`config.mk`:
```
export PLATFORM = sky130hd
export DESIGN_NAME = execute_unit
export DESIGN_NICKNAME = d
export VERILOG_FILES = /design/src/source/cpu_pkg.sv /design/src/source/execute_unit.sv
export SDC_FILE = /design/constraint.sdc
export NUM_CORES = 1
export LEC_CHECK = 0
export BUFFER_PORTS_ARGS = -buffer_cell sky130_fd_sc_hd__buf_2
export CAP_MARGIN = 20
export CORE_MARGIN = 3
export CORE_UTILIZATION = 43
export DETAILED_ROUTE_END_ITERATION = 8
export SLEW_MARGIN = 10
export SYNTH_ARGS = -nofsm -noshare
export SYNTH_HDL_FRONTEND = slang
export SYNTH_SLANG_ARGS = --single-unit
```
`constraint.sdc`:
```
create_clock -name clk -period 8.7 [get_ports clk]
set_input_delay 1.305 -clock clk [delete_from_list [all_inputs] [get_ports clk]]
set_output_delay 1.305 -clock clk [all_outputs]
set_load 0.05 [all_outputs]
```
`src/source/cpu_pkg.sv`:
```
package cpu_pkg;

	////////////////////////////////////////////////////////////
	// data types
	////////////////////////////////////////////////////////////

	typedef logic [31:0] word_t;
	typedef logic [4:0]  reg_addr_t;
	typedef logic [4:0]  opcode_t;
	typedef logic [2:0]  alu_op_t;
	typedef logic [2:0]  branch_cond_t;
	typedef logic [2:0]  sprite_op_t;

	// zero, sign, overflow
	typedef logic [2:0]  flags_t;

	localparam int flag_zero     = 2;
	localparam int flag_sign     = 1;
	localparam int flag_overflow = 0;

	////////////////////////////////////////////////////////////
	// opcodes of the kept instructions
	////////////////////////////////////////////////////////////

	localparam opcode_t op_add  = 5'd0;
	localparam opcode_t op_addi = 5'd1;
	localparam opcode_t op_sub  = 5'd2;
	localparam opcode_t op_and  = 5'd3;
	localparam opcode_t op_andi = 5'd4;
	localparam opcode_t op_or   = 5'd5;
	localparam opcode_t op_ori  = 5'd6;
	localparam opcode_t op_xor  = 5'd7;
	localparam opcode_t op_sll  = 5'd8;
	localparam opcode_t op_srl  = 5'd9;
	localparam opcode_t op_sra  = 5'd10;
	localparam opcode_t op_lli  = 5'd11;
	localparam opcode_t op_lui  = 5'd12;
	localparam opcode_t op_b    = 5'd17;
	localparam opcode_t op_bl   = 5'd18;
	localparam opcode_t op_ret  = 5'd19;
	localparam opcode_t op_wfb  = 5'd21;
	localparam opcode_t op_dfb  = 5'd22;
	localparam opcode_t op_ls   = 5'd23;
	localparam opcode_t op_ds   = 5'd24;
	localparam opcode_t op_cs   = 5'd25;
	localparam opcode_t op_rs   = 5'd26;

	// alu functions
	localparam alu_op_t alu_add = 3'd0;
	localparam alu_op_t alu_sub = 3'd1;
	localparam alu_op_t alu_and = 3'd2;
	localparam alu_op_t alu_or  = 3'd3;
	localparam alu_op_t alu_xor = 3'd4;
	localparam alu_op_t alu_sll = 3'd5;
	localparam alu_op_t alu_srl = 3'd6;
	localparam alu_op_t alu_sra = 3'd7;

	// branch conditions
	localparam branch_cond_t cond_ne       = 3'd0;
	localparam branch_cond_t cond_eq       = 3'd1;
	localparam branch_cond_t cond_gt       = 3'd2;
	localparam branch_cond_t cond_lt       = 3'd3;
	localparam branch_cond_t cond_ge       = 3'd4;
	localparam branch_cond_t cond_le       = 3'd5;
	localparam branch_cond_t cond_overflow = 3'd6;
	localparam branch_cond_t cond_always   = 3'd7;

	// sprite commands
	localparam sprite_op_t sprite_wfb = 3'd0;
	localparam sprite_op_t sprite_dfb = 3'd1;
	localparam sprite_op_t sprite_ls  = 3'd2;
	localparam sprite_op_t sprite_ds  = 3'd3;
	localparam sprite_op_t sprite_cs  = 3'd4;
	localparam sprite_op_t sprite_rs  = 3'd5;

	// instruction fields
	localparam int opcode_msb = 31;
	localparam int opcode_lsb = 27;
	localparam int dest_msb   = 26;
	localparam int dest_lsb   = 22;
	localparam int src1_msb   = 21;
	localparam int src1_lsb   = 17;
	localparam int src2_msb   = 16;
	localparam int src2_lsb   = 12;
	localparam int imm_msb    = 15;
	localparam int imm_lsb    = 0;
	localparam int cond_msb   = 26;
	localparam int cond_lsb   = 24;

endpackage

```
`src/source/execute_unit.sv`:
```
`timescale 1ns/1ps

module execute_unit (
	input  logic                clk,
	input  logic                rst_n,
	input  logic                ex_valid,
	input  cpu_pkg::opcode_t    ex_opcode,
	input  cpu_pkg::alu_op_t    ex_alu_op,
	input  logic                ex_use_imm,
	input  cpu_pkg::word_t      ex_op1,
	input  cpu_pkg::word_t      ex_op2,
	input  cpu_pkg::word_t      ex_imm,
	input  cpu_pkg::reg_addr_t  ex_dest,
	input  logic                busy,
	output logic                ex_stall,
	output cpu_pkg::flags_t     flags,
	output logic                write,
	output logic                write_lower,
	output logic                write_upper,
	output cpu_pkg::reg_addr_t  write_address,
	output cpu_pkg::word_t      write_data,
	output logic                issue,
	output cpu_pkg::sprite_op_t op,
	output cpu_pkg::reg_addr_t  tag,
	output cpu_pkg::word_t      data
);
	import cpu_pkg::*;

	word_t operand_b;
	word_t alu_result;
	logic alu_overflow;
	logic is_alu, is_sprite;

	assign is_alu = ex_opcode inside {[op_add:op_sra]};
	assign is_sprite = ex_opcode inside {[op_wfb:op_rs]};

	////////////////////////////////////////////////////////////
	// ALU
	////////////////////////////////////////////////////////////

	assign operand_b = ex_use_imm ? ex_imm : ex_op2;

	always_comb begin
		alu_overflow = 1'b0;
		case (ex_alu_op)
			alu_add: begin
				alu_result = ex_op1 + operand_b;
				alu_overflow = (ex_op1[31] == operand_b[31]) && (alu_result[31] != ex_op1[31]);
			end
			alu_sub: begin
				alu_result = ex_op1 - operand_b;
				alu_overflow = (ex_op1[31] != operand_b[31]) && (alu_result[31] != ex_op1[31]);
			end
			alu_and: alu_result = ex_op1 & operand_b;
			alu_or:  alu_result = ex_op1 | operand_b;
			alu_xor: alu_result = ex_op1 ^ operand_b;
			alu_sll: alu_result = ex_op1 << operand_b[4:0];
			alu_srl: alu_result = ex_op1 >> operand_b[4:0];
			default: alu_result = $signed(ex_op1) >>> operand_b[4:0];
		endcase
	end

	// status flags follow ALU ops only
	always_ff @(posedge clk or negedge rst_n) begin
		if (!rst_n) begin
			flags <= '0;
		end else if (ex_valid && is_alu) begin
			flags[flag_zero] <= alu_result == '0;
			flags[flag_sign] <= alu_result[31];
			flags[flag_overflow] <= alu_overflow;
		end
	end

	// register writeback at the end of this cycle
	assign write = ex_valid && is_alu;
	assign write_lower = ex_valid && ex_opcode == op_lli;
	assign write_upper = ex_valid && ex_opcode == op_lui;
	assign write_address = ex_dest;
	assign write_data = is_alu ? alu_result : ex_imm;

	////////////////////////////////////////////////////////////
	// sprite command issue
	////////////////////////////////////////////////////////////

	always_comb begin
		case (ex_opcode)
			op_dfb:  op = sprite_dfb;
			op_ls:   op = sprite_ls;
			op_ds:   op = sprite_ds;
			op_cs:   op = sprite_cs;
			op_rs:   op = sprite_rs;
			default: op = sprite_wfb;
		endcase
	end

	// wait in place until the port is free
	assign ex_stall = ex_valid && is_sprite && busy;
	assign issue = ex_valid && is_sprite && !busy;
	assign tag = ex_dest;
	assign data = ex_op1;

endmodule

```
==> results.cfg <==
[outcome]
outcome = completed

[power]
p_comb_share_pct = 92.9
seqPwrFrac_pct = 1.3
leakage_nw = 5.46
p_int_mw = 0.431
p_per_area_nw_per_um2 = 106
power_switching_mw = 0.848
p_sw_share_pct = 66.3
power_mw = 1.28
ir_drop_mv = 0.0825
pwr-share-clk_pct = 5.8

[clock_network]
cts_tree = built
cts_buffer_depth = 2
ctsHtreeMaxLevel = 1
hold_buffers = 0
cts_resized = 0
cts.clk_slew.worst_paths_ps = 30
cts_root_buf = clkbuf_16
insertion_delay_ps = 220
cts.sinks = 3
cts_buffers = 3
post-cts-setup-buffers = 0

[worst_setup_path]
path_class = in2out
critical-path-top-delay-family = compound AO/OA/AOI/OAI gates
path_max_fanout = 20
crit_path_end_kind = primary output
cp_slowest_cell = a221oi_2
critPathBufInv = 3
crit_chain = buf_2, buf_4, mux2i_1, ha_1, a21oi_1, nor2_1, a2111o_1, o31a_1, a221oi_2, nor3_1, a211o_1, nand3_1, o31ai_1, a2111oi_0, a22oi_1, mux2_2, buf_2
worstPathArrival_ps = 6520
cp-start-kind = input port
cpMostUsedCell = buf_2
required_ps = 7390
cp_slowest_stage_delay_ps = 510

[synthesis]
synth_commonest_cells = nand2_1, a21oi_1, nor2_1
ys_ff_latch = 3
synth_area_leaders = ha_1, mux2i_1, a21oi_1
syn_avg_cell_area_um2 = 6.57
synth_nets = 1941
synth_edf_count = 0
synth_top_area_share_pct = 13.2
ys.flop_type = dfrtp_1
async_flop_share_pct = 100
seq_area_frac_synth_pct = 0.669
synth_most_common_cell = nand2_1
synth_top_area_cell = ha_1
synth_area_um2 = 11200
yosysWarningCount = 0
netlist-cell-type-count = 87
synthCells = 1707

[timing]
fin_worst_skew_ps = 0
final-setup-viol-count = 0
hold_violations = 0
fin_crit_sh_pct = 89.9
max_freq_ghz = 0.128
worst_hold_slack_ps = 491
tightestPinTransition_ps = 1170
fin_tns_setup_ps = 0
rsz0062_at_grt = no
period_needed_ps = 7820
drv_slew = 0
relSlewSlack_pct = 22.1

[routing]
via_per_inst = 7.02
wl_um = 60600
wl_per_cell_um = 28.9
drt_first_iter_violations = 2384
firstDrtPassIters = 7
drc = 0
ant_nets = 0
vias = 14742

[final_layout]
postLayoutCellArea_um2 = 12100
drive_gt1_share_pct = 15.4
largest_reg_flops = 3
largestRegisters = flags: 3 flops
fill_cells = 2712
postLayoutCoreUtil_pct = 47.7
regMostFlops = flags
nets = 2003
syn_to_final_growth_pct = 8.06

[place]
dp_hpwl_um = 47700
dpl_cell_area_um2 = 12000
portBuffers = 183
place_congestion = 1.07

[global_routing]
grt_pass1_wl_um = 88000
grt_overflow = 0
antenna_found_initial = 0
grt_max_degree = 62
grt_usage_pct = 40.3
grt_pass1_vias = 13337

[die]
die_x_um = 168
num_rows = 58
start_util_pct = 44.2
design.core.area_um2 = 25400
die_h_um = 168
ios = 199
die-area_um2 = 28100

[hold_path]
hold_path_class = reg2reg

[flow_run]
max_cap_violations = 0
worst paths after layout:
| path | from | to | slack [ps] | cells past startpoint |
|---|---|---|---|---|
| hold / removal | flags[0] | flags[0] | 490 | 2 |
| setup reg to reg | flags[1] | flags[1] | 7960 | 1 |
| setup / recovery | ex_use_imm | write_data[31] | 880 | 17 |
| max in group asynchronous | rst_n | flags[1] | 7720 | 1 |
| min in group asynchronous | rst_n | flags[2] | 870 | 1 |
| hold reg to reg | flags[0] | flags[0] | 490 | 2 |
cell type report:
cell class                      instances  area (um^2)  area share [%]
Antenna cell                            1         2.50          0.0206
Clock buffer                            4         78.8           0.650
Inverter                              102          385            3.18
Multi-Input combinational cell       1435         9950            82.1
Sequential cell                         3         75.1           0.619
Tap cell                              330          413            3.41
Timing Repair Buffer                  224         1220            10.1
layout by cell type, fill, tap and decap left out, drive strengths merged, types with 26 or more instances in the layout:
cell type  synthesis  routed
buf               79     224
ha               118     118
xnor2             31      31
a21oi            179     179
o21ai            104     104
a31oi             28      28
nand3             41      41
nand2            189     189
a211oi            26      26
mux2i            108     108
nor3              36      36
a221oi            29      29
a22oi             28      28
nor2             147     147
o211ai            37      37
inv              100     100
worst min-delay path, delay by kind of cell (launching register included):
family	cells	cell delay, ps
and+or+nand+nor	1	50
AOI/OAI and AO/OA	1	60
DFF	1	340
routing by layer:
metal / up-vias / global-route usage, % / wire [um] / part of all wire, %
li1: 6452 / - / - / -
met1: 7129 / 59.8 / 26200 / 43
met2: 1030 / 58.8 / 24900 / 41
met3: 131 / 9.51 / 7790 / 13
met4: 0 / 9.11 / 1710 / 2.8
met5: - / 0 / 0 / 0
logic make-up (layout without fill, tap and decap cells):
kind of cell,Yosys count,in the layout,synth area share [%]
xor gates and xnor gates,37,37,2.89
adders and majority gates,120,120,13.5
DFF,3,3,0.669
muxes,128,128,12.9
and+or+nand+nor,518,518,21.0
other,0,1,0
AOI/OAI and AO/OA,632,632,38.0
buffers and inverters,269,330,11.1
power groups by stage:
| stage | registers, mW | logic [mW] | clock network [mW] |
|---|---|---|---|
| final | 0.0168 | 1.19 | 0.0742 |
| after global routing | 0.0171 | 1.25 | 0.0759 |
| after CTS | 0.0168 | 1.14 | 0.0745 |
| after detailed placement | 0.0168 | 1.13 | 0 |
| after global placement | 0.0169 | 1.14 | 0 |
| after floorplan | 0.0233 | 0.772 | 0 |
per-stage QoR:
step / std cells / setup WS, ps
2_1_floorplan: 1707 / 1160
3_3_place_gp: 2093 / 1160
3_5_place_dp: 2094 / 1020
4_1_cts: 2098 / 998
5_1_grt: 2098 / 554
6_report: 2099 / 878
(Power assumes the default switching activity.)
