$ cat config.mk
export PLATFORM = sky130hd
export DESIGN_NAME = register_file
export DESIGN_NICKNAME = d
export VERILOG_FILES = /design/src/source/cpu_pkg.sv /design/src/source/register_file.sv
export SDC_FILE = /design/constraint.sdc
export NUM_CORES = 2
export LEC_CHECK = 0
export BUFFER_PORTS_ARGS = -buffer_cell sky130_fd_sc_hd__buf_2
export CORE_MARGIN = 8
export CORE_UTILIZATION = 35
export DETAILED_ROUTE_END_ITERATION = 8
export PLACE_DENSITY = 0.54
export SLEW_MARGIN = 20
export SYNTH_ARGS = -nofsm -noshare
export SYNTH_HDL_FRONTEND = slang
export SYNTH_SLANG_ARGS = --single-unit
$ cat constraint.sdc
create_clock -name clk -period 5.1 [get_ports clk]
set_input_delay 0 -clock clk [delete_from_list [all_inputs] [get_ports clk]]
set_output_delay 0 -clock clk [all_outputs]
set_load 0.05 [all_outputs]
$ cat src/source/cpu_pkg.sv
package cpu_pkg;

	////////////////////////////////////////////////////////////
	// data types
	////////////////////////////////////////////////////////////

	typedef logic [31:0] word_t;
	typedef logic [4:0]  reg_addr_t;
	typedef logic [4:0]  opcode_t;
	typedef logic [2:0]  alu_op_t;
	typedef logic [2:0]  branch_cond_t;
	typedef logic [2:0]  sprite_op_t;

	// zero, sign, overflow
	typedef logic [2:0]  flags_t;

	localparam int flag_zero     = 2;
	localparam int flag_sign     = 1;
	localparam int flag_overflow = 0;

	////////////////////////////////////////////////////////////
	// opcodes of the kept instructions
	////////////////////////////////////////////////////////////

	localparam opcode_t op_add  = 5'd0;
	localparam opcode_t op_addi = 5'd1;
	localparam opcode_t op_sub  = 5'd2;
	localparam opcode_t op_and  = 5'd3;
	localparam opcode_t op_andi = 5'd4;
	localparam opcode_t op_or   = 5'd5;
	localparam opcode_t op_ori  = 5'd6;
	localparam opcode_t op_xor  = 5'd7;
	localparam opcode_t op_sll  = 5'd8;
	localparam opcode_t op_srl  = 5'd9;
	localparam opcode_t op_sra  = 5'd10;
	localparam opcode_t op_lli  = 5'd11;
	localparam opcode_t op_lui  = 5'd12;
	localparam opcode_t op_b    = 5'd17;
	localparam opcode_t op_bl   = 5'd18;
	localparam opcode_t op_ret  = 5'd19;
	localparam opcode_t op_wfb  = 5'd21;
	localparam opcode_t op_dfb  = 5'd22;
	localparam opcode_t op_ls   = 5'd23;
	localparam opcode_t op_ds   = 5'd24;
	localparam opcode_t op_cs   = 5'd25;
	localparam opcode_t op_rs   = 5'd26;

	// alu functions
	localparam alu_op_t alu_add = 3'd0;
	localparam alu_op_t alu_sub = 3'd1;
	localparam alu_op_t alu_and = 3'd2;
	localparam alu_op_t alu_or  = 3'd3;
	localparam alu_op_t alu_xor = 3'd4;
	localparam alu_op_t alu_sll = 3'd5;
	localparam alu_op_t alu_srl = 3'd6;
	localparam alu_op_t alu_sra = 3'd7;

	// branch conditions
	localparam branch_cond_t cond_ne       = 3'd0;
	localparam branch_cond_t cond_eq       = 3'd1;
	localparam branch_cond_t cond_gt       = 3'd2;
	localparam branch_cond_t cond_lt       = 3'd3;
	localparam branch_cond_t cond_ge       = 3'd4;
	localparam branch_cond_t cond_le       = 3'd5;
	localparam branch_cond_t cond_overflow = 3'd6;
	localparam branch_cond_t cond_always   = 3'd7;

	// sprite commands
	localparam sprite_op_t sprite_wfb = 3'd0;
	localparam sprite_op_t sprite_dfb = 3'd1;
	localparam sprite_op_t sprite_ls  = 3'd2;
	localparam sprite_op_t sprite_ds  = 3'd3;
	localparam sprite_op_t sprite_cs  = 3'd4;
	localparam sprite_op_t sprite_rs  = 3'd5;

	// instruction fields
	localparam int opcode_msb = 31;
	localparam int opcode_lsb = 27;
	localparam int dest_msb   = 26;
	localparam int dest_lsb   = 22;
	localparam int src1_msb   = 21;
	localparam int src1_lsb   = 17;
	localparam int src2_msb   = 16;
	localparam int src2_lsb   = 12;
	localparam int imm_msb    = 15;
	localparam int imm_lsb    = 0;
	localparam int cond_msb   = 26;
	localparam int cond_lsb   = 24;

endpackage

$ cat src/source/register_file.sv
`timescale 1ns/1ps

module register_file (
	input  logic               clk,
	input  logic               rst_n,
	input  cpu_pkg::reg_addr_t read_address1,
	input  cpu_pkg::reg_addr_t read_address2,
	input  logic               write,
	input  logic               write_lower,
	input  logic               write_upper,
	input  cpu_pkg::reg_addr_t write_address,
	input  cpu_pkg::word_t     write_data,
	output cpu_pkg::word_t     read_data1,
	output cpu_pkg::word_t     read_data2
);
	import cpu_pkg::*;

	word_t regs [32];
	logic write_any;

	// r0 stays zero
	assign write_any = (write || write_lower || write_upper) && write_address != '0;

	// upper half writes take the immediate's low bits
	function automatic word_t merge(input word_t stored, input logic lower,
		input logic upper, input word_t value);
		word_t result;
		result = stored;
		if (lower) begin
			result[15:0] = value[15:0];
		end else if (upper) begin
			result[31:16] = value[15:0];
		end else begin
			result = value;
		end
		return result;
	endfunction

	always_ff @(posedge clk or negedge rst_n) begin
		if (!rst_n) begin
			for (int i = 0; i < 32; i++) begin
				regs[i] <= '0;
			end
		end else if (write_any) begin
			regs[write_address] <= merge(regs[write_address], write_lower, write_upper,
				write_data);
		end
	end

	// write-through on both read ports
	always_comb begin
		read_data1 = regs[read_address1];
		read_data2 = regs[read_address2];
		if (write_any && write_address == read_address1) begin
			read_data1 = merge(regs[read_address1], write_lower, write_upper, write_data);
		end
		if (write_any && write_address == read_address2) begin
			read_data2 = merge(regs[read_address2], write_lower, write_upper, write_data);
		end
	end

endmodule

==> impl_metrics.xml <==
<?xml version="1.0" encoding="UTF-8"?>
<metrics>
  <group name="logic_synthesis">
    <metric name="ys.warnings.count" unit="">0</metric>
    <metric name="synth.cells.most_frequent" unit="">sky130_fd_sc_hd__dfrtp_1, sky130_fd_sc_hd__mux2_2, sky130_fd_sc_hd__mux4_2, sky130_fd_sc_hd__mux2i_1, sky130_fd_sc_hd__clkbuf_1</metric>
    <metric name="syn_area_per_cell" unit="µm²">13.43</metric>
    <metric name="synth.top_cells.by_area" unit="">sky130_fd_sc_hd__dfrtp_1, sky130_fd_sc_hd__mux4_2, sky130_fd_sc_hd__mux2_2, sky130_fd_sc_hd__mux2i_1, sky130_fd_sc_hd__o22ai_1</metric>
    <metric name="synth.yosys.seq_area_share" unit="%">40.27</metric>
    <metric name="syn_inst" unit="">4737</metric>
    <metric name="synthesis.area" unit="µm²">63630</metric>
    <metric name="synth.net_count" unit="">4789</metric>
    <metric name="yosysMostFrequentCell" unit="">sky130_fd_sc_hd__dfrtp_1</metric>
    <metric name="netlist.top_cell.by_area" unit="">sky130_fd_sc_hd__dfrtp_1</metric>
    <metric name="async_set_or_reset_flop_fraction_in_the_synthesized_netlist" unit="%">100.0</metric>
    <metric name="yosys.area.top_type_share" unit="%">40.27</metric>
    <metric name="synth_cell_type_count" unit="">71</metric>
    <metric name="yosys_most_used_dff" unit="">sky130_fd_sc_hd__dfrtp_1</metric>
    <metric name="ys_seq_elements" unit="">1024</metric>
    <metric name="count_of_flip_flops_with_a_built_in_enable_after_synthesis" unit="">0</metric>
  </group>
  <group name="finish">
    <metric name="drive_gt1_share" unit="%">43.23</metric>
    <metric name="top_register" unit="">regs</metric>
    <metric name="nNetsFinal" unit="">4707</metric>
    <metric name="largest_register_ffs" unit="">1024</metric>
    <metric name="final_core_utilization" unit="%">39.53</metric>
    <metric name="final_design_area_no_fill" unit="µm²">71450</metric>
    <metric name="syn_to_final_growth" unit="%">12.29</metric>
    <metric name="largest_registers" unit="">regs x1024</metric>
  </group>
  <group name="run">
    <metric name="maxCapViolations" unit="">0</metric>
  </group>
  <group name="global_route">
    <metric name="grt_max_degree" unit="">161</metric>
    <metric name="grt_antenna_before_repair" unit="">4</metric>
    <metric name="grt_remaining_overflow" unit="">0</metric>
    <metric name="first_global_vias" unit="">46890</metric>
    <metric name="gr-usage-all-layers" unit="%">24.84</metric>
    <metric name="grt_pass1_wl" unit="µm">358400</metric>
  </group>
  <group name="sta">
    <metric name="timing_hold_violations_final" unit="">0</metric>
    <metric name="min_period" unit="ps">3542</metric>
    <metric name="post-route-period-util" unit="%">69.46</metric>
    <metric name="tightest_slew" unit="ps">1183</metric>
    <metric name="final.setup_skew" unit="ps">33.46</metric>
    <metric name="finalSetupViolations" unit="">0</metric>
    <metric name="timing.max_slew.rel_slack" unit="%">20.99</metric>
    <metric name="fin_tns_setup" unit="ps">0</metric>
    <metric name="fmax" unit="GHz">0.2823</metric>
    <metric name="grt_setup_unrepaired" unit="">false</metric>
    <metric name="maxSlewViolCount" unit="">0</metric>
  </group>
  <group name="worst_setup_path">
    <metric name="worstSetupEndpointType" unit="">output pin</metric>
    <metric name="setup.worst_path.class" unit="">in2out</metric>
    <metric name="critical_path.startpoint_type" unit="">input pin</metric>
    <metric name="reg2reg_setup_slack" unit="ps">2210</metric>
    <metric name="arrival" unit="ps">3540</metric>
    <metric name="worstPathRequired" unit="ps">5100</metric>
    <metric name="crit_fanout" unit="">24</metric>
  </group>
  <group name="route">
    <metric name="detailedRoute.firstIterationViolations" unit="">5383</metric>
    <metric name="drt-pass1-iter-count" unit="">7</metric>
    <metric name="route.vias.total" unit="">46440</metric>
    <metric name="drt.antenna.violating_nets" unit="">0</metric>
    <metric name="vias_per_cell" unit="">6.512</metric>
    <metric name="drc" unit="">0</metric>
    <metric name="finalWirelength" unit="µm">251100</metric>
    <metric name="routed_wirelength_normalized_by_instance_count" unit="µm">35.21</metric>
  </group>
  <group name="floorplanning">
    <metric name="die_area" unit="µm²">195700</metric>
    <metric name="die_height" unit="µm">442.4</metric>
    <metric name="floorplan.initialDensity" unit="%">35.21</metric>
    <metric name="design.portCount" unit="">116</metric>
    <metric name="die_x" unit="µm">442.4</metric>
    <metric name="num_rows" unit="">156</metric>
    <metric name="core" unit="µm²">180700</metric>
  </group>
  <group name="placed_design">
    <metric name="port_buffers" unit="">115</metric>
    <metric name="dpl-instance-area" unit="µm²">67150</metric>
    <metric name="gp_congestion" unit="">0.8630</metric>
    <metric name="dp.final_hpwl" unit="µm">156700</metric>
  </group>
  <group name="outcome">
    <metric name="status" unit="">completed</metric>
  </group>
  <group name="power">
    <metric name="leakage" unit="nW">29.55</metric>
    <metric name="power_density" unit="nW/µm²">418.3</metric>
    <metric name="max_ir_drop_vdd" unit="µV">286.9</metric>
  </group>
  <group name="cts">
    <metric name="cts-resized-gates" unit="">0</metric>
    <metric name="tritoncts" unit="">built</metric>
    <metric name="clkSlewWorstSetupHoldPaths" unit="ps">60</metric>
    <metric name="cts.sink_count" unit="">1024</metric>
    <metric name="clock-root-buffer" unit="">sky130_fd_sc_hd__clkbuf_16</metric>
    <metric name="clockBufferDepth" unit="">3</metric>
    <metric name="clock_tree.htree_level_count" unit="">3</metric>
    <metric name="cts-buffers-inserted" unit="">119</metric>
    <metric name="worst_skew_pair_later_pin_latency" unit="ps">760</metric>
  </group>
  <group name="hold_path">
    <metric name="holdCritPathClass" unit="">in2reg</metric>
  </group>
</metrics>
-- timing repair --
| action | CTS | global route |
|---|---|---|
| buffers inserted | 0 | 0 |
| endpoints found under the hold margin | 370 | 0 |
| hold buffers | 15 | 0 |
-- placed cells by master (no fill, tap or decap), types with 10 or more instances in the layout --
cell type                       count
sky130_fd_sc_hd__clkbuf_8          28
sky130_fd_sc_hd__clkbuf_1          25
sky130_fd_sc_hd__a311oi_1          23
sky130_fd_sc_hd__nand3_1           33
sky130_fd_sc_hd__a31oi_1           46
sky130_fd_sc_hd__dlygate4sd3_1     14
sky130_fd_sc_hd__mux4_2           610
sky130_fd_sc_hd__clkbuf_16        119
sky130_fd_sc_hd__a211oi_1          47
sky130_fd_sc_hd__mux4_1            15
sky130_fd_sc_hd__nor4_1            14
sky130_fd_sc_hd__xnor2_1           10
sky130_fd_sc_hd__o22ai_1          180
sky130_fd_sc_hd__and2_1            18
sky130_fd_sc_hd__a211o_1           12
sky130_fd_sc_hd__o31ai_2           29
sky130_fd_sc_hd__nor2_1            75
sky130_fd_sc_hd__a22oi_1           80
sky130_fd_sc_hd__buf_2            106
sky130_fd_sc_hd__buf_4            175
sky130_fd_sc_hd__buf_12            35
sky130_fd_sc_hd__o21ai_0          100
sky130_fd_sc_hd__bufinv_16         14
sky130_fd_sc_hd__clkinv_2          28
sky130_fd_sc_hd__nand2_1          287
sky130_fd_sc_hd__nor2_4            28
sky130_fd_sc_hd__o31ai_1          106
sky130_fd_sc_hd__dfrtp_1         1024
sky130_fd_sc_hd__nor2b_1           12
sky130_fd_sc_hd__mux2i_1          372
sky130_fd_sc_hd__a21oi_1           44
sky130_fd_sc_hd__mux2_2           795
sky130_fd_sc_hd__a22o_1            86
-- power by group --
group / switching [mW] / internal [mW]
Combinational: 3.96 / 4.56
Clock: 3.74 / 5.39
Sequential: 2.03 / 10.2
-- worst paths after layout --
kind / startpoint / cells past startpoint / end
setup / recovery: read_address1[4] / 7 / read_data1[0]
hold / removal: write / 5 / regs[675]
setup reg to reg: regs[918] / 4 / regs[278]
hold reg to reg: regs[1019] / 0 / regs[1019]
max in group asynchronous: rst_n / 5 / regs[90]
min in group asynchronous: rst_n / 4 / regs[64]
-- through the flow --
step,worst slack (ps),total power [mW],std cells,hold slack (ps)
after floorplan,2111,18.07,4737,-295.6
after global placement,1429,20.47,6888,72.54
after detailed placement,1548,20.73,6889,74.33
after CTS,1707,29.90,7126,59.26
after global routing,1670,31.15,7127,143.3
final,1558,29.88,7131,123.7
-- metal layers --
layer  track usage, %  share of wire, %  wire (µm)
met5                0            0.0052         13
met4            14.49               7.0      17650
met3            5.458               8.6      21520
met2            39.35                46     116500
met1            31.35                38      95410
-- cell families after synthesis --
family | after synthesis | synth area share [%]
buf+inv | 551 | 4.224
simple gates | 541 | 3.960
flops | 1024 | 40.27
mux | 1792 | 42.13
xor+xnor | 10 | 0.1376
compound gates | 819 | 9.277
-- worst max-delay path: stages --
cell and delay (ps):
sky130_fd_sc_hd__buf_2 700, sky130_fd_sc_hd__or3b_2 770, sky130_fd_sc_hd__buf_4 610, sky130_fd_sc_hd__o22ai_1 140, sky130_fd_sc_hd__a211oi_1 670, sky130_fd_sc_hd__a22o_1 240
sky130_fd_sc_hd__buf_2 270
-- area by class of cell --
type / count / area [µm²]
antenna: 5 / 12.51
clock buffer: 172 / 3457
clock inverter: 50 / 664.4
fill: 16910 / 109300
inverter: 8 / 30.03
multi-input combinational: 3162 / 35860
sequential: 1024 / 25620
tap: 2370 / 2965
timing repair buffer: 340 / 2840
No activity file was read; power rests on OpenSTA's default activity.
