[config.mk]
export PLATFORM = sky130hd
export DESIGN_NAME = decode_unit
export DESIGN_NICKNAME = d
export VERILOG_FILES = /design/src/source/cpu_pkg.sv /design/src/source/decode_unit.sv
export SDC_FILE = /design/constraint.sdc
export NUM_CORES = 1
export LEC_CHECK = 0
export ABC_AREA = 1
export BUFFER_PORTS_ARGS = -buffer_cell sky130_fd_sc_hd__buf_2
export CORE_UTILIZATION = 44
export DETAILED_ROUTE_END_ITERATION = 16
export GPL_TIMING_DRIVEN = 0
export PLACE_DENSITY = 0.76
export SLEW_MARGIN = 40
export SYNTH_ARGS = -nofsm -noshare
export SYNTH_HDL_FRONTEND = slang
export SYNTH_SLANG_ARGS = --single-unit
[constraint.sdc]
create_clock -name clk -period 1.98 [get_ports clk]
set_clock_uncertainty 0.15 [all_clocks]
set_input_delay 0.099 -clock clk [delete_from_list [all_inputs] [get_ports clk]]
set_output_delay 0.099 -clock clk [all_outputs]
set_load 0.1 [all_outputs]
[src/source/cpu_pkg.sv]
package cpu_pkg;

	////////////////////////////////////////////////////////////
	// data types
	////////////////////////////////////////////////////////////

	typedef logic [31:0] word_t;
	typedef logic [4:0]  reg_addr_t;
	typedef logic [4:0]  opcode_t;
	typedef logic [2:0]  alu_op_t;
	typedef logic [2:0]  branch_cond_t;
	typedef logic [2:0]  sprite_op_t;

	// zero, sign, overflow
	typedef logic [2:0]  flags_t;

	localparam int flag_zero     = 2;
	localparam int flag_sign     = 1;
	localparam int flag_overflow = 0;

	////////////////////////////////////////////////////////////
	// opcodes of the kept instructions
	////////////////////////////////////////////////////////////

	localparam opcode_t op_add  = 5'd0;
	localparam opcode_t op_addi = 5'd1;
	localparam opcode_t op_sub  = 5'd2;
	localparam opcode_t op_and  = 5'd3;
	localparam opcode_t op_andi = 5'd4;
	localparam opcode_t op_or   = 5'd5;
	localparam opcode_t op_ori  = 5'd6;
	localparam opcode_t op_xor  = 5'd7;
	localparam opcode_t op_sll  = 5'd8;
	localparam opcode_t op_srl  = 5'd9;
	localparam opcode_t op_sra  = 5'd10;
	localparam opcode_t op_lli  = 5'd11;
	localparam opcode_t op_lui  = 5'd12;
	localparam opcode_t op_b    = 5'd17;
	localparam opcode_t op_bl   = 5'd18;
	localparam opcode_t op_ret  = 5'd19;
	localparam opcode_t op_wfb  = 5'd21;
	localparam opcode_t op_dfb  = 5'd22;
	localparam opcode_t op_ls   = 5'd23;
	localparam opcode_t op_ds   = 5'd24;
	localparam opcode_t op_cs   = 5'd25;
	localparam opcode_t op_rs   = 5'd26;

	// alu functions
	localparam alu_op_t alu_add = 3'd0;
	localparam alu_op_t alu_sub = 3'd1;
	localparam alu_op_t alu_and = 3'd2;
	localparam alu_op_t alu_or  = 3'd3;
	localparam alu_op_t alu_xor = 3'd4;
	localparam alu_op_t alu_sll = 3'd5;
	localparam alu_op_t alu_srl = 3'd6;
	localparam alu_op_t alu_sra = 3'd7;

	// branch conditions
	localparam branch_cond_t cond_ne       = 3'd0;
	localparam branch_cond_t cond_eq       = 3'd1;
	localparam branch_cond_t cond_gt       = 3'd2;
	localparam branch_cond_t cond_lt       = 3'd3;
	localparam branch_cond_t cond_ge       = 3'd4;
	localparam branch_cond_t cond_le       = 3'd5;
	localparam branch_cond_t cond_overflow = 3'd6;
	localparam branch_cond_t cond_always   = 3'd7;

	// sprite commands
	localparam sprite_op_t sprite_wfb = 3'd0;
	localparam sprite_op_t sprite_dfb = 3'd1;
	localparam sprite_op_t sprite_ls  = 3'd2;
	localparam sprite_op_t sprite_ds  = 3'd3;
	localparam sprite_op_t sprite_cs  = 3'd4;
	localparam sprite_op_t sprite_rs  = 3'd5;

	// instruction fields
	localparam int opcode_msb = 31;
	localparam int opcode_lsb = 27;
	localparam int dest_msb   = 26;
	localparam int dest_lsb   = 22;
	localparam int src1_msb   = 21;
	localparam int src1_lsb   = 17;
	localparam int src2_msb   = 16;
	localparam int src2_lsb   = 12;
	localparam int imm_msb    = 15;
	localparam int imm_lsb    = 0;
	localparam int cond_msb   = 26;
	localparam int cond_lsb   = 24;

endpackage

[src/source/decode_unit.sv]
`timescale 1ns/1ps

module decode_unit #(
	parameter int imem_addr_width = 8
) (
	input  logic                       clk,
	input  logic                       rst_n,
	input  cpu_pkg::word_t             instruction,
	input  logic [imem_addr_width-1:0] instruction_pc,
	input  cpu_pkg::flags_t            flags,
	input  logic                       ex_stall,
	input  cpu_pkg::word_t             read_data1,
	input  cpu_pkg::word_t             read_data2,
	output logic                       stall,
	output logic                       redirect,
	output logic [imem_addr_width-1:0] redirect_pc,
	output cpu_pkg::reg_addr_t         read_address1,
	output cpu_pkg::reg_addr_t         read_address2,
	output logic                       ex_valid,
	output cpu_pkg::opcode_t           ex_opcode,
	output cpu_pkg::alu_op_t           ex_alu_op,
	output logic                       ex_use_imm,
	output cpu_pkg::word_t             ex_op1,
	output cpu_pkg::word_t             ex_op2,
	output cpu_pkg::word_t             ex_imm,
	output cpu_pkg::reg_addr_t         ex_dest
);
	import cpu_pkg::*;

	word_t ifid_instruction;
	logic [imem_addr_width-1:0] ifid_pc;
	logic ifid_is_no_op;
	logic [imem_addr_width-1:0] link_reg;
	logic [imem_addr_width-1:0] pc_plus_one;
	logic idex_sets_flags;

	opcode_t opcode;
	branch_cond_t cond;
	word_t immediate;
	alu_op_t alu_op;
	logic use_imm, sets_flags, is_sprite;
	logic is_branch, is_link, is_ret;
	logic should_branch, flag_hazard;

	////////////////////////////////////////////////////////////
	// IF/ID register
	////////////////////////////////////////////////////////////

	always_ff @(posedge clk or negedge rst_n) begin
		if (!rst_n) begin
			ifid_instruction <= '0;
			ifid_pc <= '0;
			ifid_is_no_op <= 1'b1;
		end else if (redirect) begin
			// squash the word fetched behind the branch
			ifid_instruction <= '0;
			ifid_is_no_op <= 1'b1;
		end else if (!stall) begin
			ifid_instruction <= instruction;
			ifid_pc <= instruction_pc;
			ifid_is_no_op <= instruction == '0;
		end
	end

	////////////////////////////////////////////////////////////
	// opcode decode
	////////////////////////////////////////////////////////////

	assign opcode = ifid_instruction[opcode_msb:opcode_lsb];
	assign cond = ifid_instruction[cond_msb:cond_lsb];
	assign immediate = {{16{ifid_instruction[imm_msb]}}, ifid_instruction[imm_msb:imm_lsb]};

	always_comb begin
		case (opcode)
			op_sub:         alu_op = alu_sub;
			op_and, op_andi: alu_op = alu_and;
			op_or, op_ori:  alu_op = alu_or;
			op_xor:         alu_op = alu_xor;
			op_sll:         alu_op = alu_sll;
			op_srl:         alu_op = alu_srl;
			op_sra:         alu_op = alu_sra;
			default:        alu_op = alu_add;
		endcase
	end

	assign use_imm = opcode inside {op_addi, op_andi, op_ori};
	assign sets_flags = opcode inside {[op_add:op_sra]};
	assign is_sprite = opcode inside {[op_wfb:op_rs]};
	assign is_branch = opcode inside {op_b, op_bl};
	assign is_link = opcode == op_bl;
	assign is_ret = opcode == op_ret;

	// sprite ops read the destination field as their second operand
	assign read_address1 = ifid_instruction[src1_msb:src1_lsb];
	assign read_address2 = is_sprite ? ifid_instruction[dest_msb:dest_lsb]
	                                 : ifid_instruction[src2_msb:src2_lsb];

	always_comb begin
		should_branch = 1'b0;
		case (cond)
			cond_ne:       should_branch = !flags[flag_zero];
			cond_eq:       should_branch = flags[flag_zero];
			cond_gt:       should_branch = !flags[flag_zero] && !flags[flag_sign];
			cond_lt:       should_branch = !flags[flag_zero] && flags[flag_sign];
			cond_ge:       should_branch = flags[flag_zero] || !flags[flag_sign];
			cond_le:       should_branch = flags[flag_zero] || flags[flag_sign];
			cond_overflow: should_branch = flags[flag_overflow];
			cond_always:   should_branch = 1'b1;
			default:       should_branch = 1'b0;
		endcase
	end

	// flags from the op in execute are not visible until next cycle
	assign flag_hazard = !ifid_is_no_op && is_branch && ex_valid && idex_sets_flags;
	assign stall = ex_stall || flag_hazard;

	assign pc_plus_one = ifid_pc + 1'b1;
	assign redirect = !stall && !ifid_is_no_op && ((is_branch && should_branch) || is_ret);
	assign redirect_pc = is_ret ? link_reg : pc_plus_one + immediate[imem_addr_width-1:0];

	always_ff @(posedge clk or negedge rst_n) begin
		if (!rst_n) begin
			link_reg <= '0;
		end else if (!stall && !ifid_is_no_op && is_link && should_branch) begin
			link_reg <= pc_plus_one;
		end
	end

	////////////////////////////////////////////////////////////
	// ID/EX register
	////////////////////////////////////////////////////////////

	always_ff @(posedge clk or negedge rst_n) begin
		if (!rst_n) begin
			ex_valid <= 1'b0;
			ex_opcode <= '0;
			ex_alu_op <= alu_add;
			ex_use_imm <= 1'b0;
			idex_sets_flags <= 1'b0;
		end else if (!ex_stall) begin
			// a held branch leaves a bubble behind it
			ex_valid <= !ifid_is_no_op && !flag_hazard;
			ex_opcode <= opcode;
			ex_alu_op <= alu_op;
			ex_use_imm <= use_imm;
			idex_sets_flags <= sets_flags;
		end
	end

	always_ff @(posedge clk) begin
		if (!ex_stall) begin
			ex_op1 <= read_data1;
			ex_op2 <= read_data2;
			ex_imm <= immediate;
			ex_dest <= ifid_instruction[dest_msb:dest_lsb];
		end
	end

	// the slot squashed by a redirect never reaches execute
	assert property (@(posedge clk) disable iff (!rst_n) redirect |-> ##2 !ex_valid)
		else $error("flushed slot entered execute");

endmodule

==> impl_metrics.tcl <==
set metrics [dict create \
    nets 1105 \
    drv_cap 0 \
    core_region_area_mm2 0.01388 \
    place_congestion 0.8879 \
    crit_arrival_ns 2.73 \
    grt.total_usage_pct 32.79 \
    crit_required_ns 1.73 \
    die_h_um 121.5 \
    synth-simple-area-share_pct 20.80 \
    clock_path_buffers 2 \
    reg2reg_from "ifid_instruction[28]" \
    seqCellArea_mm2 0.004068 \
    leakagePower_nw 5.307 \
    cts_made_buffers 17 \
    drt_iter0_markers 514 \
    synth-warning-count 0 \
    start_util_pct 45.25 \
    swShare_pct 42.06 \
    synthMuxAreaShare_pct 0 \
    htreeDepth 4 \
    synth_compound_area_share_pct 4.402 \
    netSwitchingPower_mw 5.108 \
    setup_slack_ns -0.9945 \
    rrSetupSlack_ns -0.32 \
    via_per_inst 5.199 \
    p_int_mw 7.037 \
    final_area_mm2 0.01146 \
    dpl.cell_count 960 \
    worst_slew_pin_slew_ns 0.6886 \
    report.final.slew_viol_count 0 \
    grt_antenna_before_repair 4 \
    dieArea_mm2 0.01476 \
    synth_area_mm2 0.006281 \
    hold_slack_ns 0.07619 \
    yosys.area_share.adder_pct 2.908 \
    startpoint "ifid_pc[0]" \
    nFillCells 688 \
    hold_viol_final 0 \
    via_count 6124 \
    drt-total-wl_mm 25.26 \
    clock_latency_ns 0.43 \
    reg2reg_to "link_reg[1]" \
    drive_above_1_share_pct 55.69 \
    die_x_um 121.5 \
    top_regs "ex_op1 (32), ex_op2 (32), ifid_instruction (32)" \
    yosysSeqAreaShare_pct 64.56 \
    dp_hpwl_mm 12.58 \
    drcViolationCount 0 \
    grt_max_degree 90 \
    setup_viol 65 \
    slew_headroom_pct 54.10 \
    netlist.area_leader.share_pct 40.64 \
    rsz0062_at_grt "yes" \
    grt_use_met3_pct 7.472 \
    clock_power_share_pct 26.4 \
    grt_pass1_wl_mm 35.13 \
    end_kind "output pin" \
    final_cells 1178 \
    synth_xor_xnor_area_share_pct 1.116 \
    violations "negative setup slack" \
    root_buffer "clkbuf_16" \
    io_pins 241 \
    ant_nets 0 \
    tns_ns -19.37 \
    row_count 43 \
    fin_crit_sh_pct 150.2 \
    place_area_mm2 0.007971 \
    use_met1_pct 36.96 \
    power.density_mw_per_mm2 1060 \
    crit_type "reg -> out" \
    synth_top_family_by_area "simple AND/OR/NAND/NOR gates" \
    yosysTopAreaCell "edfxtp_1" \
    area_growth_pct 82.41 \
    fmax_mhz 336.2 \
    clk_pin_slew_ns 0.06 \
    synth_area_per_cell_um2 11.65 \
    clock_sinks 145 \
    cp_max_fo 4 \
    final_core_util_pct 82.54 \
    syn_inst 539 \
    first_pass_iters 5 \
    io_buffers 240 \
    ff2ff_path_depth 15 \
    yosys_register_bits 145 \
    grtUsageMet2_pct 58.06 \
    start_kind "flop" \
    wl_per_cell_um 21.45 \
    ir_drop_v 0.0006285 \
    seqPwrFrac_pct 31.6 \
    hp-class "in -> reg" \
    crit_end "redirect_pc[7]" \
    synthTopCellsByArea "edfxtp_1 41%, dfrtp_1 24%, nand2_1 8.9%" \
    pwr-share-comb_pct 42.0 \
    grt_pass1_vias 6231 \
    multi_input_area_mm2 0.002616 \
    run_status "complete, but fails checks" \
    fin_crit_ns 2.975 \
    yosysUniqueCellTypes 38 \
    busiest_layer "met2" \
    overflow 0 \
    tritoncts "yes" \
    syn_nets 663 \
]
==> layout make-up <==
type	instances	area share, %
flip-flops and latches	145	35.50
repair buffers	424	29.78
multi-input cells	323	22.84
clock buffers	18	3.746
plain buffers	35	3.320
well taps	180	1.966
inverters	35	1.562
clock inverters	13	1.179
diodes	5	0.1092
==> stage by stage <==
step,setup WS (ns),total power [mW]
floorplan,-0.4277,6.949
global placement,-0.9505,7.537
detailed placement,-0.9608,7.594
CTS,-0.9377,11.74
global route,-1.109,12.48
finish,-0.9945,12.14
==> synthesized netlist by cell type, drive strengths merged <==
cell type	instances
o22ai	1
o21bai	1
a21oi	7
o211ai	2
dfstp	1
a32o	2
o31ai	1
nor4	1
o21ai	26
nor2	32
dfrtp	59
inv	35
nand3b	1
a31oi	2
nand4	7
a22o	1
xor2	5
ha	13
nor3	5
fa	1
edfxtp	85
nand2	155
nand3	57
buf	32
xnor2	3
clkbuf	4
==> layer usage <==
| layer | share of wire [%] | routed length, µm |
|---|---|---|
| met4 | 3.9 | 976 |
| met2 | 53 | 13370 |
| met1 | 36 | 9061 |
| met3 | 7.3 | 1853 |
| met5 | 0 | 0 |
==> power by group through the flow <==
stage          registers [mW]  logic [mW]  clock network [mW]
6_report                 3.84        5.11                3.20
5_1_grt                  3.86        5.28                3.34
4_1_cts                  3.78        4.84                3.12
3_5_place_dp             3.81        3.78                   0
3_3_place_gp             3.80        3.74                   0
2_1_floorplan            5.02        1.93                   0
==> placed cells by master (no fill, tap or decap), types with 5 or more instances in the layout <==
cell	netlist	final
nand3_1	28	13
nor2_4	2	6
buf_12	0	26
dfrtp_2	0	7
o21ai_4	0	7
buf_6	5	26
nand2_2	2	38
buf_8	0	11
inv_2	4	6
diode_2	0	5
nor2_1	29	25
a21oi_1	7	6
ha_4	0	10
dfrtp_1	59	51
buf_16	0	5
nand2_4	2	19
buf_2	6	225
buf_4	21	54
nand4_1	7	7
o21ai_0	14	10
o21ai_2	9	8
dlygate4sd3_1	0	107
nand2_1	149	94
nand3_2	28	34
clkbuf_16	0	19
edfxtp_1	85	85
nand3_4	1	10
inv_1	31	21
==> worst min path at each step <==
stage / start / to / slack, ns / depth (start not counted)
after CTS: ex_stall / ex_opcode[0] / 0.05 / 4
after global routing: ex_stall / ex_opcode[1] / 0.11 / 4
after floorplan: rst_n / ex_alu_op[0] / -0.35 / 0
after global placement: read_data2[11] / ex_op2[11] / 0.13 / 1
after detailed placement: rst_n / link_reg[1] / -0.09 / 1
final: ex_stall / ex_opcode[1] / 0.08 / 4
==> logic make-up (layout without fill, tap and decap cells) <==
logic type / after synthesis / after routing
AND/OR/NAND/NOR: 258 / 258
flip-flops: 145 / 145
buffers and inverters: 71 / 525
AO/OA/AOI/OAI: 43 / 43
adder cells (fa/ha/maj): 14 / 14
XOR/XNOR: 8 / 8
other: 0 / 5
==> critical path, stage by stage (launching register included) <==
cell and delay (ns):
dfrtp_2 0.44, ha_4 0.18, nand3_4 0.05, buf_4 0.11
buf_6 0.10, xor2_4 0.17, inv_2 0.07, ha_4 0.29
nand2_2 0.05, nor2_1 0.09, nand2_1 0.07, o211ai_1 0.12
inv_1 0.07, nand2_1 0.08, nand3_2 0.11, nand2_8 0.11
buf_12 0.17
==> what timing repair did <==
| action | 4_1_cts | 5_1_grt |
|---|---|---|
| gates resized for setup | 217 | 84 |
| buffers inserted | 59 | 18 |
| hold buffers | 108 | 0 |
| gates cloned | 9 | 1 |
| endpoints found under the hold margin | 168 | 0 |
| setup endpoints to repair | 64 | 88 |
| pin swaps | 40 | 76 |
Note: power is estimated with default switching activity, not from simulation.
