File: src/source/cpu_pkg.sv
package cpu_pkg;

	////////////////////////////////////////////////////////////
	// data types
	////////////////////////////////////////////////////////////

	typedef logic [31:0] word_t;
	typedef logic [4:0]  reg_addr_t;
	typedef logic [4:0]  opcode_t;
	typedef logic [2:0]  alu_op_t;
	typedef logic [2:0]  branch_cond_t;
	typedef logic [2:0]  sprite_op_t;

	// zero, sign, overflow
	typedef logic [2:0]  flags_t;

	localparam int flag_zero     = 2;
	localparam int flag_sign     = 1;
	localparam int flag_overflow = 0;

	////////////////////////////////////////////////////////////
	// opcodes of the kept instructions
	////////////////////////////////////////////////////////////

	localparam opcode_t op_add  = 5'd0;
	localparam opcode_t op_addi = 5'd1;
	localparam opcode_t op_sub  = 5'd2;
	localparam opcode_t op_and  = 5'd3;
	localparam opcode_t op_andi = 5'd4;
	localparam opcode_t op_or   = 5'd5;
	localparam opcode_t op_ori  = 5'd6;
	localparam opcode_t op_xor  = 5'd7;
	localparam opcode_t op_sll  = 5'd8;
	localparam opcode_t op_srl  = 5'd9;
	localparam opcode_t op_sra  = 5'd10;
	localparam opcode_t op_lli  = 5'd11;
	localparam opcode_t op_lui  = 5'd12;
	localparam opcode_t op_b    = 5'd17;
	localparam opcode_t op_bl   = 5'd18;
	localparam opcode_t op_ret  = 5'd19;
	localparam opcode_t op_wfb  = 5'd21;
	localparam opcode_t op_dfb  = 5'd22;
	localparam opcode_t op_ls   = 5'd23;
	localparam opcode_t op_ds   = 5'd24;
	localparam opcode_t op_cs   = 5'd25;
	localparam opcode_t op_rs   = 5'd26;

	// alu functions
	localparam alu_op_t alu_add = 3'd0;
	localparam alu_op_t alu_sub = 3'd1;
	localparam alu_op_t alu_and = 3'd2;
	localparam alu_op_t alu_or  = 3'd3;
	localparam alu_op_t alu_xor = 3'd4;
	localparam alu_op_t alu_sll = 3'd5;
	localparam alu_op_t alu_srl = 3'd6;
	localparam alu_op_t alu_sra = 3'd7;

	// branch conditions
	localparam branch_cond_t cond_ne       = 3'd0;
	localparam branch_cond_t cond_eq       = 3'd1;
	localparam branch_cond_t cond_gt       = 3'd2;
	localparam branch_cond_t cond_lt       = 3'd3;
	localparam branch_cond_t cond_ge       = 3'd4;
	localparam branch_cond_t cond_le       = 3'd5;
	localparam branch_cond_t cond_overflow = 3'd6;
	localparam branch_cond_t cond_always   = 3'd7;

	// sprite commands
	localparam sprite_op_t sprite_wfb = 3'd0;
	localparam sprite_op_t sprite_dfb = 3'd1;
	localparam sprite_op_t sprite_ls  = 3'd2;
	localparam sprite_op_t sprite_ds  = 3'd3;
	localparam sprite_op_t sprite_cs  = 3'd4;
	localparam sprite_op_t sprite_rs  = 3'd5;

	// instruction fields
	localparam int opcode_msb = 31;
	localparam int opcode_lsb = 27;
	localparam int dest_msb   = 26;
	localparam int dest_lsb   = 22;
	localparam int src1_msb   = 21;
	localparam int src1_lsb   = 17;
	localparam int src2_msb   = 16;
	localparam int src2_lsb   = 12;
	localparam int imm_msb    = 15;
	localparam int imm_lsb    = 0;
	localparam int cond_msb   = 26;
	localparam int cond_lsb   = 24;

endpackage

File: src/source/command_port.sv
`timescale 1ns/1ps

module command_port (
	input  logic                clk,
	input  logic                rst_n,
	input  logic                issue,
	input  cpu_pkg::sprite_op_t op,
	input  cpu_pkg::reg_addr_t  tag,
	input  cpu_pkg::word_t      data,
	input  logic                cmd_ack,
	output logic                busy,
	output logic                cmd_req,
	output cpu_pkg::sprite_op_t cmd_op,
	output cpu_pkg::reg_addr_t  cmd_tag,
	output cpu_pkg::word_t      cmd_data
);
	typedef enum logic [1:0] {
		idle,
		wait_ack_high,
		wait_ack_low
	} cmd_state_e;

	cmd_state_e state;

	// four-phase handshake
	always_ff @(posedge clk or negedge rst_n) begin
		if (!rst_n) begin
			state <= idle;
		end else begin
			case (state)
				idle:          if (issue) state <= wait_ack_high;
				wait_ack_high: if (cmd_ack) state <= wait_ack_low;
				wait_ack_low:  if (!cmd_ack) state <= idle;
				default:       state <= idle;
			endcase
		end
	end

	// command held stable for the whole transfer
	always_ff @(posedge clk) begin
		if (issue && state == idle) begin
			cmd_op <= op;
			cmd_tag <= tag;
			cmd_data <= data;
		end
	end

	assign busy = state != idle;
	assign cmd_req = state == wait_ack_high;

	assert property (@(posedge clk) disable iff (!rst_n) $fell(cmd_req) |-> $past(cmd_ack))
		else $error("cmd_req dropped before cmd_ack");
	assert property (@(posedge clk) disable iff (!rst_n) issue |-> !busy)
		else $error("command issued while the port is busy");

endmodule

File: config.mk
export PLATFORM = sky130hd
export DESIGN_NAME = command_port
export DESIGN_NICKNAME = d
export VERILOG_FILES = /design/src/source/cpu_pkg.sv /design/src/source/command_port.sv
export SDC_FILE = /design/constraint.sdc
export NUM_CORES = 1
export LEC_CHECK = 0
export BUFFER_PORTS_ARGS = -buffer_cell sky130_fd_sc_hd__clkbuf_2
export CORE_MARGIN = 2
export CORE_UTILIZATION = 40
export CTS_CLUSTER_DIAMETER = 50
export DETAILED_ROUTE_END_ITERATION = 10
export PLACE_DENSITY = 0.82
export SYNTH_ARGS = -nofsm -noshare
export SYNTH_HDL_FRONTEND = slang
export SYNTH_SLANG_ARGS = --single-unit
export TNS_END_PERCENT = 1
File: constraint.sdc
create_clock -name clk -period 2.4 [get_ports clk]
set_input_delay 0.36 -clock clk [delete_from_list [all_inputs] [get_ports clk]]
set_output_delay 0.36 -clock clk [all_outputs]
set_load 0.1 [all_outputs]
==> results.rst, run 1 <==
.. list-table::
   :header-rows: 1

   * - Metric
     - Value
   * - Ratio of final minimum period to clock period
     - 0.7482
   * - Setup repair after global routing missed its margin
     - no
   * - Area taken by multi-input logic gates
     - 65.06 um2
   * - Hold Worst Slack
     - 0.1825 ns
   * - Number of buffer and inverter stages on the critical path
     - 1
   * - Diode insertion count for antenna repair
     - 0
   * - Worst Slack Setup Final
     - 0.6042 ns
   * - Resized Gates After CTS
     - 0
   * - Setup bufs post-CTS
     - 0
   * - Net Count, Synth
     - 95
   * - Number of core rows
     - 20
   * - Master of the slowest instance on the critical path
     - sky130_fd_sc_hd__dfrtp_1
   * - Chip width
     - 61.34 um
   * - Effective utilization at floorplan
     - 0.4272
   * - CTS max path bufs
     - 2
   * - Overall Power
     - 2.665 mW
   * - Sequential Area
     - 0.001251 mm2
   * - Count of endpoints failing hold in the final timing report
     - 0
   * - Result of the run
     - completed
   * - Distinct cell type count after synthesis
     - 10
   * - HP Class
     - input pin to flip-flop
   * - Clock transition at the registers of the reported paths
     - 0.11 ns
   * - Setup Slack @ Placement
     - 0.6810 ns
   * - Placed cell area
     - 0.001821 mm2
   * - Wirelength per Cell
     - 12.15 um
   * - Total gr overflow
     - 0
   * - Actual transition at the worst max-transition pin
     - 0.5708 ns
   * - Critical Path Source Type
     - flip-flop
   * - Max-cap violations
     - 0
   * - Die Y-Extent
     - 61.34 um
   * - Ports
     - 86
   * - Worst Path Arrival
     - 1.44 ns
   * - Number of nets still failing antenna checks after routing
     - 0
   * - Cells after Synth
     - 51
   * - TritonCTS clock tree
     - yes
   * - Slew Limit Fails
     - 0
   * - Number of buffers inserted by hold repair at cts
     - 1
   * - Leakage component of the power
     - 0.8300 nW
   * - Total iterations of the first detailed-routing run
     - 4
   * - Post-synthesis area per instance
     - 25.78 um2
   * - Via count normalized by instance count
     - 4.226
   * - Post-synth design cell area
     - 0.001315 mm2
   * - Count of buffers from port buffering
     - 85
   * - Maximum clock frequency
     - 556.9 MHz
   * - Insertion delay of the later-clocked pin in the worst-skew pair
     - 0.34 ns
   * - Count of endpoints failing setup in the final report
     - 0
   * - Overall die area
     - 0.003762 mm2
   * - Worst path top cell family by delay
     - flip-flops
   * - Slew headroom
     - 0.6186
   * - Pin count of the biggest net entering global routing
     - 22
   * - Drt drc
     - 0
   * - CTS sink count
     - 42
   * - Fraction of layout instances using a drive strength above 1
     - 0.6575
   * - Biggest fanout along the worst timing path
     - 4
   * - Wire length after detailed routing
     - 2.308 mm
   * - #FFs+latches synth
     - 42
   * - Root Driver
     - sky130_fd_sc_hd__clkbuf_4
   * - Initial antenna violation count
     - 0
   * - Cell Pwr Density
     - 1416 mW/mm2
   * - Number of nets in the finished design
     - 189
   * - Crit Path Category
     - flip-flop to output port
   * - Deepest level of the CTS H-tree
     - 2
   * - Sequential cell area fraction in the yosys report
     - 0.9515
   * - Cells along the critical path
     - or2_4 -> clkbuf_2
   * - Req. time, crit path
     - 2.04 ns
   * - Endpoint class of the critical path
     - output port
   * - Final weighted congestion of routability-driven global placement
     - 0.6222
   * - Core outline area
     - 0.003078 mm2
   * - Global-route wire length before repair
     - 3.201 mm
   * - Tmin final
     - 1.796 ns
   * - Area growth syn-to-layout
     - 43.10%
   * - Post-route clock skew
     - 0.007745 ns
   * - Final-layout fill cell count
     - 231
   * - Final-layout setup total negative slack
     - 0 ns
   * - Peak per-stage delay on the critical path
     - 0.44 ns
   * - GRT Resource Usage Total
     - 0.1301
   * - Via count of the first global-routing pass
     - 763
   * - Final std cell area, no fill
     - 0.001882 mm2
   * - DPL Wire Length
     - 1.799 mm
   * - Overall via count from detail_route
     - 803
   * - Largest voltage drop on the vdd net
     - 0.0007539 V
   * - Synthesis Warnings
     - 0
   * - Starting DRT DRC Count
     - 10
   * - CTS Buf Count
     - 5
## worst reg2reg max path: cells and delay by family (launching register included)
family / cells / cell delay, ns
buffers and inverters: 1 / 0.25
DFF: 1 / 0.44
and+or+nand+nor: 2 / 0.73
## metal layers
metal / track usage / part of all wire / vias to the layer above
li1: - / - / 386
met1: 0.1094 / 0.30 / 358
met2: 0.2082 / 0.52 / 52
met3: 0.1050 / 0.16 / 7
met4: 0.08207 / 0.019 / 0
met5: 0 / 0 / -
## cell families (layout without fill, tap and decap cells)
kind of cell / Yosys count / count (layout) / share of synthesized area
AOI/OAI and AO/OA: 2 / 2 / 0.009513
buffers and inverters: 1 / 96 / 0.002852
DFF: 42 / 42 / 0.9515
and+or+nand+nor: 6 / 6 / 0.03616
## registers in the layout, indices dropped and copies added, names as in the netlist
register and count:
cmd_data 32, state 2, cmd_tag 5, cmd_op 3
## through the flow
step,instances,util
final,190,0.6114
after global routing,190,0.6114
after CTS,190,0.6114
after detailed placement,181,0.5915
after global placement,181,0.5915
after floorplan,51,-
## Yosys cell counts
master / number / area share
sky130_fd_sc_hd__a21oi_1: 1 / 0.0038
sky130_fd_sc_hd__nor2b_1: 1 / 0.0048
sky130_fd_sc_hd__edfxtp_1: 40 / 0.91
sky130_fd_sc_hd__dfrtp_1: 2 / 0.038
sky130_fd_sc_hd__nor2b_4: 1 / 0.010
sky130_fd_sc_hd__or2_4: 1 / 0.0067
sky130_fd_sc_hd__inv_1: 1 / 0.0029
sky130_fd_sc_hd__nor2_2: 1 / 0.0048
sky130_fd_sc_hd__nand2b_1: 2 / 0.0095
sky130_fd_sc_hd__o21a_1: 1 / 0.0057
## layout by cell type (no fill, tap or decap), drive strengths merged
| cell type | Yosys | layout |
|---|---|---|
| a21oi | 1 | 1 |
| nand2b | 2 | 2 |
| nor2 | 1 | 1 |
| dfrtp | 2 | 2 |
| edfxtp | 40 | 40 |
| inv | 1 | 1 |
| o21a | 1 | 1 |
| or2 | 1 | 1 |
| clkbuf | 0 | 91 |
| buf | 0 | 1 |
| clkinv | 0 | 2 |
| nor2b | 2 | 2 |
| dlygate4sd3 | 0 | 1 |
## report_power, final
group	leakage (nW)	total [mW]	internal [mW]	switching, mW
combinational	0.396	1.32	0.167	1.15
sequential	0.402	1.03	0.987	0.0467
clock	0.0320	0.315	0.112	0.203
total	0.830	2.66	1.27	1.40
## worst paths after layout
kind,startpoint,end,slack (ns),depth (start not counted)
worst max register to register,state[1]$_DFFE_PN0P_,cmd_data[14]$_DFFE_PP_,0.69,3
worst min register to register,state[1]$_DFFE_PN0P_,state[0]$_DFFE_PN0P_,0.53,1
max in group asynchronous,rst_n,state[0]$_DFFE_PN0P_,1.97,2
min in group asynchronous,rst_n,state[1]$_DFFE_PN0P_,0.33,2
worst max-delay path,state[1]$_DFFE_PN0P_,busy,0.60,2
worst min-delay path,data[28],cmd_data[28]$_DFFE_PP_,0.18,1
## cell type report
class                      instances  share of cell area
sequential                        42              0.6649
timing repair buffer              87              0.2420
multi-input combinational          8             0.03457
clock buffer                       6             0.02194
inverter                           1            0.001995
clock inverter                     2            0.005319
tap                               44             0.02926
(Power assumes the default switching activity.)
==> inputs of run 2 (changes only) <==
- CORE_UTILIZATION: 40 -> 36
- PLACE_DENSITY: 0.82 -> 0.78
- clock period: 2.4 -> 1.5 ns (I/O delays scaled with it)
==> run 2 against run 1 <==
Compared with the run above:
- sequential share of layout area shrank 3.1 points
- utilization down 3.4 points
- non-clock buffer count up 4
- clock skew increased by 0.0076 ns
- largest power group unchanged
==> results.rst, run 2 (same netlist as run 1, synthesis figures left out) <==
.. list-table::
   :header-rows: 1

   * - Metric
     - Value
   * - Result of the run
     - completed
   * - Uppermost routed layer
     - met4
   * - Flip-flop count of the largest register, all copies and words added
     - 32
   * - Die Y-Extent
     - 64.44 um
   * - Final weighted congestion of routability-driven global placement
     - 0.6426
   * - Met2 routed WL
     - 1.261 mm
   * - Total gr overflow
     - 0
   * - Wire length after detailed routing
     - 2.497 mm
   * - Clock transition at the registers of the reported paths
     - 0.12 ns
   * - Count of buffers from port buffering
     - 85
   * - Deepest level of the CTS H-tree
     - 2
   * - Slew headroom
     - 0.6242
   * - Number of core rows
     - 21
   * - Endpoint class of the critical path
     - output port
   * - Worst Slack Setup Final
     - 0.05428 ns
   * - Register with the most flip-flops
     - cmd_data
   * - Overall die area
     - 0.004153 mm2
   * - Actual transition at the worst max-transition pin
     - 0.5662 ns
   * - Highest-count cells in the layout ignoring fill and taps
     - 83 x sky130_fd_sc_hd__clkbuf_2, 40 x sky130_fd_sc_hd__edfxtp_1, 5 x sky130_fd_sc_hd__clkbuf_4, 4 x sky130_fd_sc_hd__buf_4
   * - Area taken by multi-input logic gates
     - 65.06 um2
   * - Setup Slack @ Placement
     - 0.1711 ns
   * - Wirelength per Cell
     - 12.74 um
   * - Final-layout setup total negative slack
     - 0 ns
   * - Hold Worst Slack
     - 0.04922 ns
   * - Max-cap violations
     - 0
   * - Setup repair after global routing missed its margin
     - yes
   * - Largest voltage drop on the vdd net
     - 0.001529 V
   * - Fraction of layout instances using a drive strength above 1
     - 0.6667
   * - Req. time, crit path
     - 1.27 ns
   * - Root Driver
     - sky130_fd_sc_hd__clkbuf_4
   * - Slew Limit Fails
     - 0
   * - HP Class
     - input pin to flip-flop
   * - Ports
     - 86
   * - Critical Path Source Type
     - flip-flop
   * - Number of nets still failing antenna checks after routing
     - 0
   * - Worst Path Arrival
     - 1.22 ns
   * - Leakage component of the power
     - 0.8718 nW
   * - Biggest fanout along the worst timing path
     - 3
   * - Crit Path Category
     - flip-flop to output port
   * - Starting DRT DRC Count
     - 20
   * - Most common library cell in the layout ignoring fill and taps
     - sky130_fd_sc_hd__clkbuf_2
   * - TritonCTS clock tree
     - yes
   * - Pin count of the biggest net entering global routing
     - 29
   * - CTS Buf Count
     - 5
   * - Non-filler instance count after layout
     - 196
   * - Ratio of final minimum period to clock period
     - 0.9638
   * - Biggest registers after layout
     - cmd_data: 32 flops, cmd_tag: 5 flops, cmd_op: 3 flops
   * - CTS max path bufs
     - 2
   * - Count of endpoints failing setup in the final report
     - 0
   * - Initial antenna violation count
     - 0
   * - Metal-1 WL
     - 852 um
   * - Final-layout fill cell count
     - 291
   * - Core outline area
     - 0.003416 mm2
   * - CTS sink count
     - 42
   * - Insertion delay of the later-clocked pin in the worst-skew pair
     - 0.34 ns
   * - Overall via count from detail_route
     - 828
   * - Global-route wire length before repair
     - 3.815 mm
   * - Maximum clock frequency
     - 691.7 MHz
   * - Via count normalized by instance count
     - 4.224
   * - Count of endpoints failing hold in the final timing report
     - 0
   * - Total iterations of the first detailed-routing run
     - 3
   * - Cell Pwr Density
     - 2348 mW/mm2
   * - Final std cell area, no fill
     - 0.001973 mm2
   * - Sequential Area
     - 0.001251 mm2
   * - Met3 WL post-DR
     - 336 um
   * - Tmin final
     - 1.446 ns
   * - Area growth syn-to-layout
     - 50.05%
   * - Diode insertion count for antenna repair
     - 0
   * - Number of nets in the finished design
     - 193
   * - GRT Resource Usage Total
     - 0.1295
   * - Chip width
     - 64.44 um
   * - Post-route clock skew
     - 0.01539 ns
   * - Drt drc
     - 0
   * - Via count of the first global-routing pass
     - 857
   * - Total placed cells including tap cells
     - 184
   * - Effective utilization at floorplan
     - 0.3850
   * - Placed cell area
     - 0.001846 mm2
-- run 2: layout make-up --
class / instances / area share
flip-flops and latches: 42 / 0.6341
clock inverters: 1 / 0.01522
inverters: 1 / 0.001902
repair buffers: 91 / 0.2587
well taps: 46 / 0.02917
multi-input cells: 8 / 0.03297
clock buffers: 7 / 0.02790
-- run 2: path summary, 6_finish.rpt --
| check | from | end | slack (ns) | depth (start not counted) |
|---|---|---|---|---|
| setup / recovery | state[1]$_DFFE_PN0P_ | busy | 0.05 | 2 |
| min in group asynchronous | rst_n | state[1]$_DFFE_PN0P_ | 0.20 | 2 |
| setup reg to reg | state[1]$_DFFE_PN0P_ | cmd_data[27]$_DFFE_PP_ | 0.17 | 3 |
| max in group asynchronous | rst_n | state[0]$_DFFE_PN0P_ | 1.21 | 2 |
| hold reg to reg | state[1]$_DFFE_PN0P_ | state[0]$_DFFE_PN0P_ | 0.56 | 2 |
| hold / removal | data[10] | cmd_data[10]$_DFFE_PP_ | 0.05 | 1 |
-- run 2: timing repair --
item	CTS	global route
gates resized for setup	2	1
endpoints found under the hold margin	2	0
setup endpoints to repair	1	2
setup buffers	3	0
hold buffers	1	0
cloned	0	0
-- run 2: stage by stage --
stage               utilization  total power [mW]
global route             0.5777             4.792
CTS                      0.5773             4.667
floorplan                     -             3.500
detailed placement       0.5403             3.868
finish                   0.5777             4.633
global placement         0.5403             3.841
-- run 2: where the power goes --
group / leakage, nW / internal, mW / switching (mW) / total, mW
Sequential: 0.402 / 1.58 / 0.0668 / 1.64
Clock: 0.0455 / 0.398 / 0.325 / 0.723
Combinational: 0.425 / 0.389 / 1.88 / 2.27
-- run 2: worst max-delay path, stage by stage (launching register included) --
cell	delay [ns]
sky130_fd_sc_hd__dfrtp_1	0.41
sky130_fd_sc_hd__or2_4	0.28
sky130_fd_sc_hd__buf_8	0.18
-- run 2: routing by layer --
layer | GRT usage | vias up
met2 | 0.2214 | 57
met1 | 0.1249 | 374
met5 | 0 | -
met3 | 0.07813 | 5
met4 | 0.05585 | 0
li1 | - | 392
